`config.mk`:
```
export PLATFORM = sky130hd
export DESIGN_NAME = uart_phy
export DESIGN_NICKNAME = d
export VERILOG_FILES = /design/src/rtl/uart_phy.sv
export VERILOG_INCLUDE_DIRS = /design/src /design/src/rtl
export SDC_FILE = /design/constraint.sdc
export NUM_CORES = 1
export LEC_CHECK = 0
export BUFFER_PORTS_ARGS = -buffer_cell sky130_fd_sc_hd__buf_2
export CORE_MARGIN = 5
export CORE_UTILIZATION = 40
export CTS_CLUSTER_SIZE = 20
export DETAILED_ROUTE_END_ITERATION = 8
export GPL_TIMING_DRIVEN = 1
export HOLD_SLACK_MARGIN = 0.06
export PLACE_DENSITY = 0.6
export SETUP_SLACK_MARGIN = 0.4
export SLEW_MARGIN = 20
export SYNTH_ARGS = -nofsm -noshare
export SYNTH_HDL_FRONTEND = slang
export SYNTH_SLANG_ARGS = --single-unit
```
`constraint.sdc`:
```
create_clock -name clk -period 1.95 [get_ports clk]
set_input_delay 0.195 -clock clk [delete_from_list [all_inputs] [get_ports clk]]
set_output_delay 0.195 -clock clk [all_outputs]
set_load 0.005 [all_outputs]
```
`src/rtl/dbg_params.svh`:
```
// Debug subsystem parameters
`ifndef DBG_PARAMS_SVH
`define DBG_PARAMS_SVH

// Data and address widths
`define DBG_DATA_W 32
`define DBG_ADDR_W 32

// Word SRAM, byte addresses 0x0000 to 0x0FFF
`define DBG_MEM_WORDS 1024
`define DBG_MEM_AW 10

// Scratch registers above the SRAM
`define DBG_SCRATCH0_ADDR 32'h0000_1000
`define DBG_SCRATCH1_ADDR 32'h0000_1004
`define DBG_SCRATCH2_ADDR 32'h0000_1008

// UART bit time in clock cycles
`define DBG_CLKS_PER_BIT 16

`endif

```
`src/rtl/uart_phy.sv`:
```
// UART 8N1 transceiver
`timescale 1ns/10ps
`include "dbg_params.svh"

module uart_phy (
  input  logic       clk,
  input  logic       arst_n_i,
  input  logic       uart_rx_i,
  output logic       uart_tx_o,
  output logic [7:0] rx_byte_o,
  output logic       rx_valid_o,
  input  logic [7:0] tx_byte_i,
  input  logic       tx_valid_i,
  output logic       tx_ready_o
);

  localparam int CNT_W = $clog2(`DBG_CLKS_PER_BIT);
  localparam logic [CNT_W-1:0] LAST = CNT_W'(`DBG_CLKS_PER_BIT - 1);
  localparam logic [CNT_W-1:0] HALF = CNT_W'(`DBG_CLKS_PER_BIT / 2 - 1);

  typedef enum logic [1:0] {RX_IDLE, RX_START, RX_DATA, RX_STOP} rx_state_e;

  rx_state_e        rx_state_q;
  logic [1:0]       rx_sync_q;
  logic [CNT_W-1:0] rx_cnt_q;
  logic [2:0]       rx_bit_q;
  logic [7:0]       rx_shift_q;

  logic             tx_busy_q;
  logic [9:0]       tx_shift_q;
  logic [CNT_W-1:0] tx_cnt_q;
  logic [3:0]       tx_bit_q;

  assign rx_byte_o  = rx_shift_q;
  assign tx_ready_o = ~tx_busy_q;
  // Line idles high between frames
  assign uart_tx_o  = tx_busy_q ? tx_shift_q[0] : 1'b1;

  // Receiver, samples each bit at its middle
  always_ff @(posedge clk or negedge arst_n_i) begin
    if (!arst_n_i) begin
      rx_sync_q  <= 2'b11;
      rx_state_q <= RX_IDLE;
      rx_cnt_q   <= '0;
      rx_bit_q   <= '0;
      rx_shift_q <= '0;
      rx_valid_o <= 1'b0;
    end else begin
      rx_sync_q  <= {rx_sync_q[0], uart_rx_i};
      rx_valid_o <= 1'b0;
      rx_cnt_q   <= rx_cnt_q + 1'b1;
      case (rx_state_q)
        RX_IDLE: begin
          rx_cnt_q <= '0;
          if (!rx_sync_q[1]) rx_state_q <= RX_START;
        end
        RX_START: begin
          if (rx_cnt_q == HALF) begin
            rx_cnt_q   <= '0;
            rx_bit_q   <= '0;
            // A glitch shorter than half a bit is dropped
            rx_state_q <= rx_sync_q[1] ? RX_IDLE : RX_DATA;
          end
        end
        RX_DATA: begin
          if (rx_cnt_q == LAST) begin
            rx_shift_q <= {rx_sync_q[1], rx_shift_q[7:1]};
            rx_bit_q   <= rx_bit_q + 1'b1;
            if (rx_bit_q == 3'd7) rx_state_q <= RX_STOP;
          end
        end
        default: begin
          if (rx_cnt_q == LAST) begin
            rx_valid_o <= rx_sync_q[1];
            rx_state_q <= RX_IDLE;
          end
        end
      endcase
    end
  end

  // Transmitter, shifts out start, data and stop bits
  always_ff @(posedge clk or negedge arst_n_i) begin
    if (!arst_n_i) begin
      tx_busy_q  <= 1'b0;
      tx_shift_q <= '1;
      tx_cnt_q   <= '0;
      tx_bit_q   <= '0;
    end else if (!tx_busy_q) begin
      if (tx_valid_i) begin
        tx_busy_q  <= 1'b1;
        tx_shift_q <= {1'b1, tx_byte_i, 1'b0};
        tx_cnt_q   <= '0;
        tx_bit_q   <= '0;
      end
    end else begin
      tx_cnt_q <= tx_cnt_q + 1'b1;
      if (tx_cnt_q == LAST) begin
        tx_cnt_q   <= '0;
        tx_bit_q   <= tx_bit_q + 1'b1;
        tx_shift_q <= {1'b1, tx_shift_q[9:1]};
        if (tx_bit_q == 4'd9) tx_busy_q <= 1'b0;
      end
    end
  end

endmodule

```
==> out/metrics.cfg, run 1 <==
[global_routing]
grt_pass1_vias=1202
grt_first_pass_wirelength_mm=5.42
gr-usage-all-layers=0.111
antenna_found_initial=0
grt_max_degree=39
grt.overflow.total=0

[synth]
synth.avg_cell_area_um2=11.8
synth_edf_count=0
ys_seq_area_frac=0.543
synth.distinct_cells=37
ys_ff_latch=38
syn_inst=150
ys_warn_count=0
synth_nets=168
synthArstFlopShare=1.00
synthFlopType=dfrtp_1
netlist_area_um2=1780

[detailed_routing]
vias=1210
wl_mm=3.14
drt-pass1-iter-count=4
postRouteAntennaNets=0
wl_per_cell_um=13.5
vias_per_cell=5.22
drt_iter0_drc=55
drc=0

[sta]
fin_crit_sh=0.757
fmax_mhz=678
fin_tns_setup_ns=0
finalSetupViolCount=0
drv_slew=0
layout_min_cycle_time_ns=1.48
worst_slew_pin_slew_ns=0.816
setup_slack_ns=0.474
hold_viol=0
slew_headroom=0.456
fin_worst_skew_ns=0.0137
rsz0062_at_grt=no
holdWs_ns=0.176

[clock_tree]
cts_tree=built
cts-root-buf=clkbuf_8
clock-sinks=38
cts.clk_slew.worst_paths_ns=0.07
cts_buffers=5
clk_latency_ns=0.29
cts.path.max_buffers=2
htreeDepth=2

[worst_setup_path]
reg2reg_slack_ns=0.47
rr_startpoint=rx_cnt_q[0]
end_kind=register
rr_worst_depth=4
worstPathArrival_ns=1.64
worst_setup_path_start_kind=register
path_max_fanout=6
r2r_end=rx_byte_o[6]
endpoint=rx_byte_o[6]
crit_start=rx_cnt_q[0]
crit_required_ns=2.12
critical_path_class=reg2reg

[flow_run]
drv_cap=0

[die]
core-area_um2=4320
initial_utilization=0.411
ios=23
fp.dieArea_um2=5870
rows=24
fp.dieW_um=76.6
fp.dieH_um=76.6

[run_status]
status=finished, final reports clean

[pwr]
finalPower_mw=2.73
clkPwrFrac=0.248
ir_worst_vdd_v=0.000655
cellLeakagePower_nw=1.02
switching_power_uw=868
p_int_mw=1.87
power.density_nw_per_um2=1300
combPwrFrac=0.247
power_frac_seq=0.505
p_sw_frac=0.317

[layout]
finalNetCount=197
syn_to_final_growth_pct=18.0
drive_gt1_frac=0.311
final_area_um2=2100
diodes=0

[placement]
pre_cts_ws_ns=0.445
dp_hpwl_mm=2.16
place_area_um2=1940
portBuffers=22
gp_congestion=0.766

[min_path]
hp-class=in2reg

-- registers in the layout, indices dropped and copies added (netlist names) --
| signal | flops |
|---|---|
| rx_byte_o | 8 |
| rx_valid_o | 1 |
| tx_shift_q | 9 |
| tx_busy_q | 1 |
| rx_cnt_q | 4 |
| tx_bit_q | 4 |
| rx_bit_q | 3 |
| tx_cnt_q | 4 |
| rx_state_q | 2 |
| rx_sync_q | 2 |
-- synthesized netlist by cell type, types with 3 or more instances --
master | count | area [um2]
dfstp_2 | 11 | 289
nand2_1 | 9 | 33.8
mux2_4 | 8 | 120
nand3_1 | 12 | 60.1
nor2_1 | 11 | 41.3
ha_1 | 6 | 75.1
nor3_1 | 5 | 25.0
buf_2 | 4 | 20.0
a211oi_1 | 3 | 22.5
inv_1 | 4 | 15.0
mux2i_1 | 8 | 80.1
dfrtp_1 | 27 | 676
o21ai_1 | 9 | 45.0
a31oi_1 | 3 | 18.8
-- placed cells by master, fill, tap and decap left out, drive strengths merged, types with 2 or more instances in the layout --
cell and count:
nand2b 2, xnor2 2, a211oi 3, nand2 9
nor2 13, xor2 2, nand4 2, a31oi 3
dfstp 11, nand3 12, o21ai 10, nor3 5
a21oi 3, a22o 2, inv 4, mux2 8
ha 6, dfrtp 27, and4 2, clkbuf 7
mux2i 8, buf 25, dlygate4sd3 2
-- layout make-up --
cell class | count | area [um2]
Sequential cell | 38 | 965
Timing Repair Buffer | 27 | 153
Clock inverter | 1 | 30.0
Inverter | 4 | 15.0
Fill cell | 410 | 2230
Clock buffer | 7 | 86.3
Tap cell | 52 | 65.1
Multi-Input combinational cell | 103 | 783
-- worst min path at each step --
| stage | cells past startpoint | slack, ns | end | startpoint |
|---|---|---|---|---|
| floorplan | 0 | -0.10 | rx_bit_q[0] | arst_n_i |
| global placement | 1 | 0.30 | rx_sync_q[0] | uart_rx_i |
| detailed placement | 1 | 0.30 | rx_sync_q[0] | uart_rx_i |
| CTS | 3 | 0.16 | tx_shift_q[8] | tx_byte_i[7] |
| global route | 3 | 0.19 | tx_shift_q[5] | tx_byte_i[4] |
| finish | 3 | 0.18 | tx_shift_q[8] | tx_byte_i[7] |
-- power by group through the flow --
stage                     Sequential (mW)  Combinational (mW)  Clock (mW)
final                                1.38               0.675       0.679
after global routing                 1.42               0.770       0.740
after CTS                            1.37               0.678       0.703
after detailed placement             1.39               0.672           0
after global placement               1.36               0.631           0
after floorplan                      1.27               0.608           0
-- worst max-delay path, stage by stage, from the launching register on --
cell	delay, ns
dfrtp_1	0.38
ha_2	0.26
nand4_4	0.19
nor2_8	0.22
mux2_4	0.32
-- metrics by stage --
step	utilization	cells
final	0.485	232
after global routing	0.485	232
after CTS	0.480	230
after detailed placement	0.448	220
after floorplan	-	150
after global placement	0.448	220
-- per-layer routing --
metal	routed length, um	track usage
met5	0	0
met4	78	0.0647
met3	105	0.0319
met2	1510	0.176
met1	1440	0.133
-- kinds of logic (layout without fill, tap and decap cells) --
kind of cell | after synthesis | count (layout) | share of synthesized area
buffers and inverters | 10 | 39 | 0.0239
xor gates and xnor gates | 4 | 4 | 0.0197
AOI/OAI and AO/OA | 26 | 26 | 0.0993
adders and majority gates | 6 | 6 | 0.0423
DFF | 38 | 38 | 0.543
and+or+nand+nor | 50 | 51 | 0.159
muxes | 16 | 16 | 0.113
-- repair_timing --
item | CTS | global route
resized for setup | 0 | 1
hold buffers | 2 | 0
setup buffers | 0 | 1
endpoints found under the setup margin | 0 | 15
endpoints found under the hold margin | 28 | 0
Note: power is estimated with default switching activity, not from simulation.
==> inputs of run 2 (changes only) <==
--- a/config.mk
+++ b/config.mk
@@ -13,7 +13,7 @@
 export DETAILED_ROUTE_END_ITERATION = 8
 export GPL_TIMING_DRIVEN = 1
 export HOLD_SLACK_MARGIN = 0.06
-export PLACE_DENSITY = 0.6
+export PLACE_DENSITY = 0.62
 export SETUP_SLACK_MARGIN = 0.4
 export SLEW_MARGIN = 20
 export SYNTH_ARGS = -nofsm -noshare
==> constraint.sdc (replaced) <==
create_clock -name clk -period 1.3 [get_ports clk]
set_input_delay 0.13 -clock clk [delete_from_list [all_inputs] [get_ports clk]]
set_output_delay 0.13 -clock clk [all_outputs]
set_load 0.005 [all_outputs]
==> out/metrics.cfg, run 2 (synthesis gave the netlist of run 1 again) <==
[run_status]
status=finished, violations left
violations=negative setup slack

[sta]
holdWs_ns=0.0860  ; -0.0899 ns
hold_viol=0  ; unchanged
finalSetupViolCount=10  ; +10
drv_slew=0  ; unchanged
layout_min_cycle_time_ns=1.36  ; -0.115 ns
worst_slew_pin_slew_ns=0.291  ; -0.524 ns
rsz0062_at_grt=yes
fmax_mhz=735  ; +8.4%
slew_headroom=0.806  ; +0.350
setup_slack_ns=-0.0612  ; -0.535 ns
fin_crit_sh=1.05  ; +0.290
fin_worst_skew_ns=0.00686  ; -0.00686 ns

[layout]
largest_reg_flops=9  ; unchanged
final_common_cell=dfrtp_1
drive_gt1_frac=0.582  ; +0.271
diodes=0  ; unchanged
final_cell_mix=dfrtp_1 (26), buf_4 (23), buf_2 (21), buf_6 (11), dfstp_2 (11)
top_register=tx_shift_q
finalNetCount=230  ; +17%
syn_to_final_growth_pct=48.6

[detailed_routing]
wl_per_cell_um=15.5  ; +15%
vias=1396  ; +15%
wl_mm=4.11  ; +31%
vias_per_cell=5.27  ; +1.0%
drc=0  ; unchanged
drt_iter0_drc=37  ; -33%
drt-pass1-iter-count=4  ; unchanged
postRouteAntennaNets=0  ; unchanged

[min_path]
min_delay_path_depth=3  ; unchanged
hp-start=tx_byte_i[7]
hold-path-endpoint=tx_shift_q[8]
hp-class=in2reg

[global_routing]
grt_pass1_vias=1546  ; +29%
gr-usage-all-layers=0.149  ; +0.0382
grt_first_pass_wirelength_mm=7.16  ; +32%
grt.overflow.total=0  ; unchanged
antenna_found_initial=0  ; unchanged
grt_max_degree=39  ; unchanged

[pwr]
power_frac_seq=0.400  ; -0.105
p_sw_frac=0.323  ; +0.00513
combPwrFrac=0.356  ; +0.109
p_int_mw=3.43  ; +84%
power.density_nw_per_um2=1920  ; +47%
finalPower_mw=5.07  ; +85%
clkPwrFrac=0.244  ; -0.004
ir_worst_vdd_v=0.00111  ; +69%
cellLeakagePower_nw=1.23  ; +21%
switching_power_mw=1.64  ; +88%

[clock_tree]
cts.clk_slew.worst_paths_ns=0.08  ; about the same
cts_buffers=5  ; unchanged
cts_tree=built
clk_latency_ns=0.29  ; about the same
htreeDepth=2  ; unchanged
cts.path.max_buffers=2  ; unchanged
clock-sinks=38  ; unchanged
cts-root-buf=clkbuf_8

[die]
core-area_um2=4320  ; unchanged
fp.dieW_um=76.6  ; unchanged
fp.dieArea_um2=5870  ; unchanged
fp.dieH_um=76.6  ; unchanged
initial_utilization=0.411  ; unchanged
ios=23  ; unchanged
rows=24  ; unchanged

[worst_setup_path]
reg2reg_slack_ns=-0.06  ; -0.54 ns
worst_setup_path_start_kind=register
path_max_fanout=4  ; -2
crit_required_ns=1.48  ; -0.64 ns
critical_path_class=reg2reg
rr_startpoint=rx_cnt_q[1]
worstPathArrival_ns=1.54  ; -0.10 ns
r2r_end=rx_byte_o[5]
end_kind=register
rr_worst_depth=4  ; unchanged

[flow_run]
drv_cap=0  ; unchanged

[placement]
dp_hpwl_mm=2.43  ; +13%
portBuffers=22  ; unchanged
gp_congestion=0.769  ; +0.43%

==> run 2: cell types whose count changed in the layout (fill, tap and decap cells not counted), sizes merged <==
| cell | previous run | this run |
|---|---|---|
| a21oi | 3 | 4 |
| buf | 25 | 57 |
| clkinvlp | 0 | 1 |
| inv | 4 | 3 |
| clkbuf | 7 | 6 |
| bufinv | 1 | 2 |
==> run 2: worst max-delay path: stages (launching register included) <==
cell and delay (ns):
dfrtp_1 0.39, ha_4 0.18, nand4_4 0.14, nor2_4 0.21
mux2_4 0.33
==> run 2: timing repair <==
action | 4_1_cts | 5_1_grt
gates cloned | 2 | 0
hold endpoints to repair | 39 | 0
setup buffers | 16 | 3
setup endpoints to repair | 47 | 47
hold buffers | 2 | 0
gates resized for setup | 29 | 12
pin swaps | 9 | 6
==> run 2: final cells by class <==
cell class                      count  area (um2)
Tap cell                           52        65.1
Sequential cell                    38         966
Multi-Input combinational cell    104         986
Clock inverter                      2        60.1
Clock buffer                        6        82.6
Inverter                            4        18.8
Timing Repair Buffer               59         462
Fill cell                         359        1680
==> run 2: through the flow <==
stage          instance area (um2)  utilization  cells  setup WS, ns  setup TNS, ns
3_3_place_gp                  2120        0.491    234       -0.0324         -0.256
3_5_place_dp                  2120        0.491    234       -0.0648         -0.445
4_1_cts                       2570        0.594    262       -0.0341         -0.240
2_1_floorplan                 1860            -    150       -0.0191         -0.153
5_1_grt                       2640        0.611    265       -0.0907         -0.882
6_report                      2640        0.611    265       -0.0612         -0.304
==> run 2: how the worst max path moves through the flow <==
stage | start | endpoint | slack, ns | cells past startpoint
floorplan | rx_cnt_q[0] | rx_byte_o[0] | -0.02 | 4
global placement | rx_cnt_q[1] | rx_byte_o[7] | -0.03 | 4
finish | rx_cnt_q[1] | rx_byte_o[5] | -0.06 | 4
global route | rx_cnt_q[1] | rx_byte_o[5] | -0.09 | 4
detailed placement | rx_cnt_q[1] | rx_byte_o[4] | -0.06 | 4
CTS | rx_cnt_q[1] | rx_byte_o[4] | -0.03 | 4
==> run 2: layer usage <==
metal  global-route usage  vias up  part of all wire
met4               0.0734        0             0.030
met1                0.163      690              0.40
met5                    0        -                 0
li1                     -      665                 -
met2                0.259       27              0.53
met3               0.0473       14             0.040
==> run 2: power groups by stage <==
stage                     Sequential (mW)  Combinational [mW]  Clock, mW
after floorplan                      1.95               0.995          0
after global placement               1.98                1.36          0
after detailed placement             2.02                1.45          0
after CTS                            2.02                1.66       1.28
after global routing                 2.09                2.00       1.32
final                                2.03                1.81       1.24
==> inputs of run 3 (changes only) <==
--- a/config.mk
+++ b/config.mk
@@ -8,12 +8,12 @@
 export LEC_CHECK = 0
 export BUFFER_PORTS_ARGS = -buffer_cell sky130_fd_sc_hd__buf_2
 export CORE_MARGIN = 5
-export CORE_UTILIZATION = 40
+export CORE_UTILIZATION = 47
 export CTS_CLUSTER_SIZE = 20
 export DETAILED_ROUTE_END_ITERATION = 8
 export GPL_TIMING_DRIVEN = 1
 export HOLD_SLACK_MARGIN = 0.06
-export PLACE_DENSITY = 0.62
+export PLACE_DENSITY = 0.71
 export SETUP_SLACK_MARGIN = 0.4
 export SLEW_MARGIN = 20
 export SYNTH_ARGS = -nofsm -noshare
==> out/metrics.cfg, run 3 (synthesis gave the netlist of run 1 again) <==
[min_path]
hp-start=tx_byte_i[7]
hp-class=in2reg
min_delay_path_depth=3  ; unchanged
hold-path-endpoint=tx_shift_q[8]

[worst_setup_path]
end_kind=register
slowest_delay_ns=0.40  ; about the same
critical_path_class=reg2reg
rr_worst_depth=4  ; unchanged
path_max_fanout=4  ; unchanged
reg2reg_slack_ns=-0.06  ; about the same
worstPathArrival_ns=1.54  ; about the same
rr_startpoint=rx_cnt_q[0]
crit_slowest_cell=dfrtp_1
crit_required_ns=1.48  ; about the same
worst_setup_path_start_kind=register
crit_chain=ha_4 -> nand4_4 -> nor2_4 -> mux2_4
r2r_end=rx_byte_o[0]

[pwr]
power.density_nw_per_um2=1900  ; -0.86%
ir_worst_vdd_v=0.00148  ; +34%
cellLeakagePower_nw=1.25  ; +1.6%

[clock_tree]
cts.clk_slew.worst_paths_ns=0.07  ; about the same
cts_tree=built
clk_latency_ns=0.29  ; about the same
htreeDepth=2  ; unchanged
clock-sinks=38  ; unchanged
cts_buffers=5  ; unchanged
cts-root-buf=clkbuf_8
cts.path.max_buffers=2  ; unchanged

[layout]
final_cell_mix=dfrtp_1 (25), buf_4 (23), buf_2 (21), buf_6 (13), dfstp_2 (11)
final_core_util=0.728  ; +0.117
diodes=0  ; unchanged
syn_to_final_growth_pct=50.0
top_register=tx_shift_q
final_area_um2=2670  ; +0.95%
drive_gt1_frac=0.645  ; +0.0627
largest_reg_flops=9  ; unchanged
final_common_cell=dfrtp_1
finalNetCount=231  ; +0.43%

[detailed_routing]
postRouteAntennaNets=0  ; unchanged
drc=0  ; unchanged
vias_per_cell=5.29  ; +0.42%
wl_per_cell_um=15.5  ; -0.43%
drt_iter0_drc=68  ; +84%
drt-pass1-iter-count=4  ; unchanged
vias=1386  ; -0.72%
wl_mm=4.05  ; -1.6%

[placement]
portBuffers=22  ; unchanged
place_area_um2=2090  ; -1.5%
pre_cts_ws_ns=-0.0813  ; -0.0165 ns
dp_hpwl_mm=2.35  ; -3.5%
gp_congestion=0.871  ; +13%

[die]
ios=23  ; unchanged
fp.dieW_um=71.5  ; -6.7%
core-area_um2=3660  ; -15%
rows=22  ; -8.3%
initial_utilization=0.485  ; +0.0744
fp.dieArea_um2=5110  ; -13%
fp.dieH_um=71.5  ; -6.7%

[global_routing]
grt_pass1_vias=1458  ; -5.7%
gr-usage-all-layers=0.166  ; +0.0169
grt_first_pass_wirelength_mm=6.62  ; -7.4%
grt.overflow.total=0  ; unchanged
grt_max_degree=39  ; unchanged
antenna_found_initial=0  ; unchanged

[sta]
fin_worst_skew_ns=0.00894  ; +0.00208 ns
holdWs_ns=0.0856  ; -0.000386 ns
layout_min_cycle_time_ns=1.36  ; -0.00221 ns
setup_slack_ns=-0.0589  ; +0.00221 ns
drv_slew=0  ; unchanged
slew_headroom=0.773  ; -0.0324
finalSetupViolCount=8  ; -2
fmax_mhz=736  ; +0.16%
fin_crit_sh=1.05  ; -0.00170
hold_viol=0  ; unchanged
worst_slew_pin_slew_ns=0.340  ; +0.0487 ns
rsz0062_at_grt=yes

[run_status]
status=finished, violations left
violations=negative setup slack

[flow_run]
drv_cap=0  ; unchanged

## run 3: power by group
| part | switching (mW) | internal, mW | total, mW | leakage, nW |
|---|---|---|---|---|
| clock network | 0.410 | 0.626 | 1.04 | 0.0585 |
| logic | 0.912 | 1.08 | 1.99 | 0.735 |
| registers | 0.405 | 1.64 | 2.05 | 0.455 |
| total | 1.73 | 3.35 | 5.07 | 1.25 |
## run 3: worst max-delay path, delay by kind of cell, from the launching register on
family	cells	cell delay, ns
fa+ha+maj	1	0.18
simple gates	2	0.36
flops	1	0.40
mux	1	0.31
## run 3: worst max-delay path by stage
stage | start | to | slack [ns] | cells after the start
after floorplan | rx_cnt_q[0] | rx_byte_o[0] | -0.02 | 4
after global placement | rx_cnt_q[1] | rx_byte_o[6] | -0.02 | 4
after detailed placement | rx_cnt_q[1] | rx_byte_o[7] | -0.08 | 4
after CTS | rx_cnt_q[0] | rx_byte_o[0] | -0.05 | 4
after global routing | rx_cnt_q[1] | rx_byte_o[5] | -0.09 | 4
final | rx_cnt_q[0] | rx_byte_o[0] | -0.06 | 4
## run 3: cell type report
class | instances | area [um2]
multi-input cells | 104 | 1040
fillers | 237 | 996
flip-flops and latches | 38 | 967
repair buffers | 60 | 459
clock buffers | 7 | 86.3
well taps | 48 | 60.1
clock inverters | 1 | 30.0
inverters | 4 | 18.8
## run 3: metal layers
metal,vias to the layer above,global-route usage,part of all wire
met3,6,0.0547,0.040
li1,666,-,-
met4,0,0.0647,0.018
met5,-,0,0
met2,24,0.277,0.53
met1,690,0.199,0.41
## run 3: what timing repair did
| action | CTS | global route |
|---|---|---|
| resized for setup | 41 | 18 |
| setup endpoints to repair | 47 | 49 |
| hold buffers | 2 | 0 |
| cloned | 3 | 0 |
| hold endpoints to repair | 28 | 0 |
| setup buffers | 18 | 3 |
| pin swaps | 14 | 10 |
## run 3: per-stage QoR
stage                     std cells  total power, mW  setup TNS, ns
final                           262             5.07         -0.346
after global routing            262             5.36         -0.627
after CTS                       259             4.84         -0.258
after detailed placement        228             3.44         -0.604
after global placement          228             3.31         -0.184
after floorplan                 150             2.95         -0.153
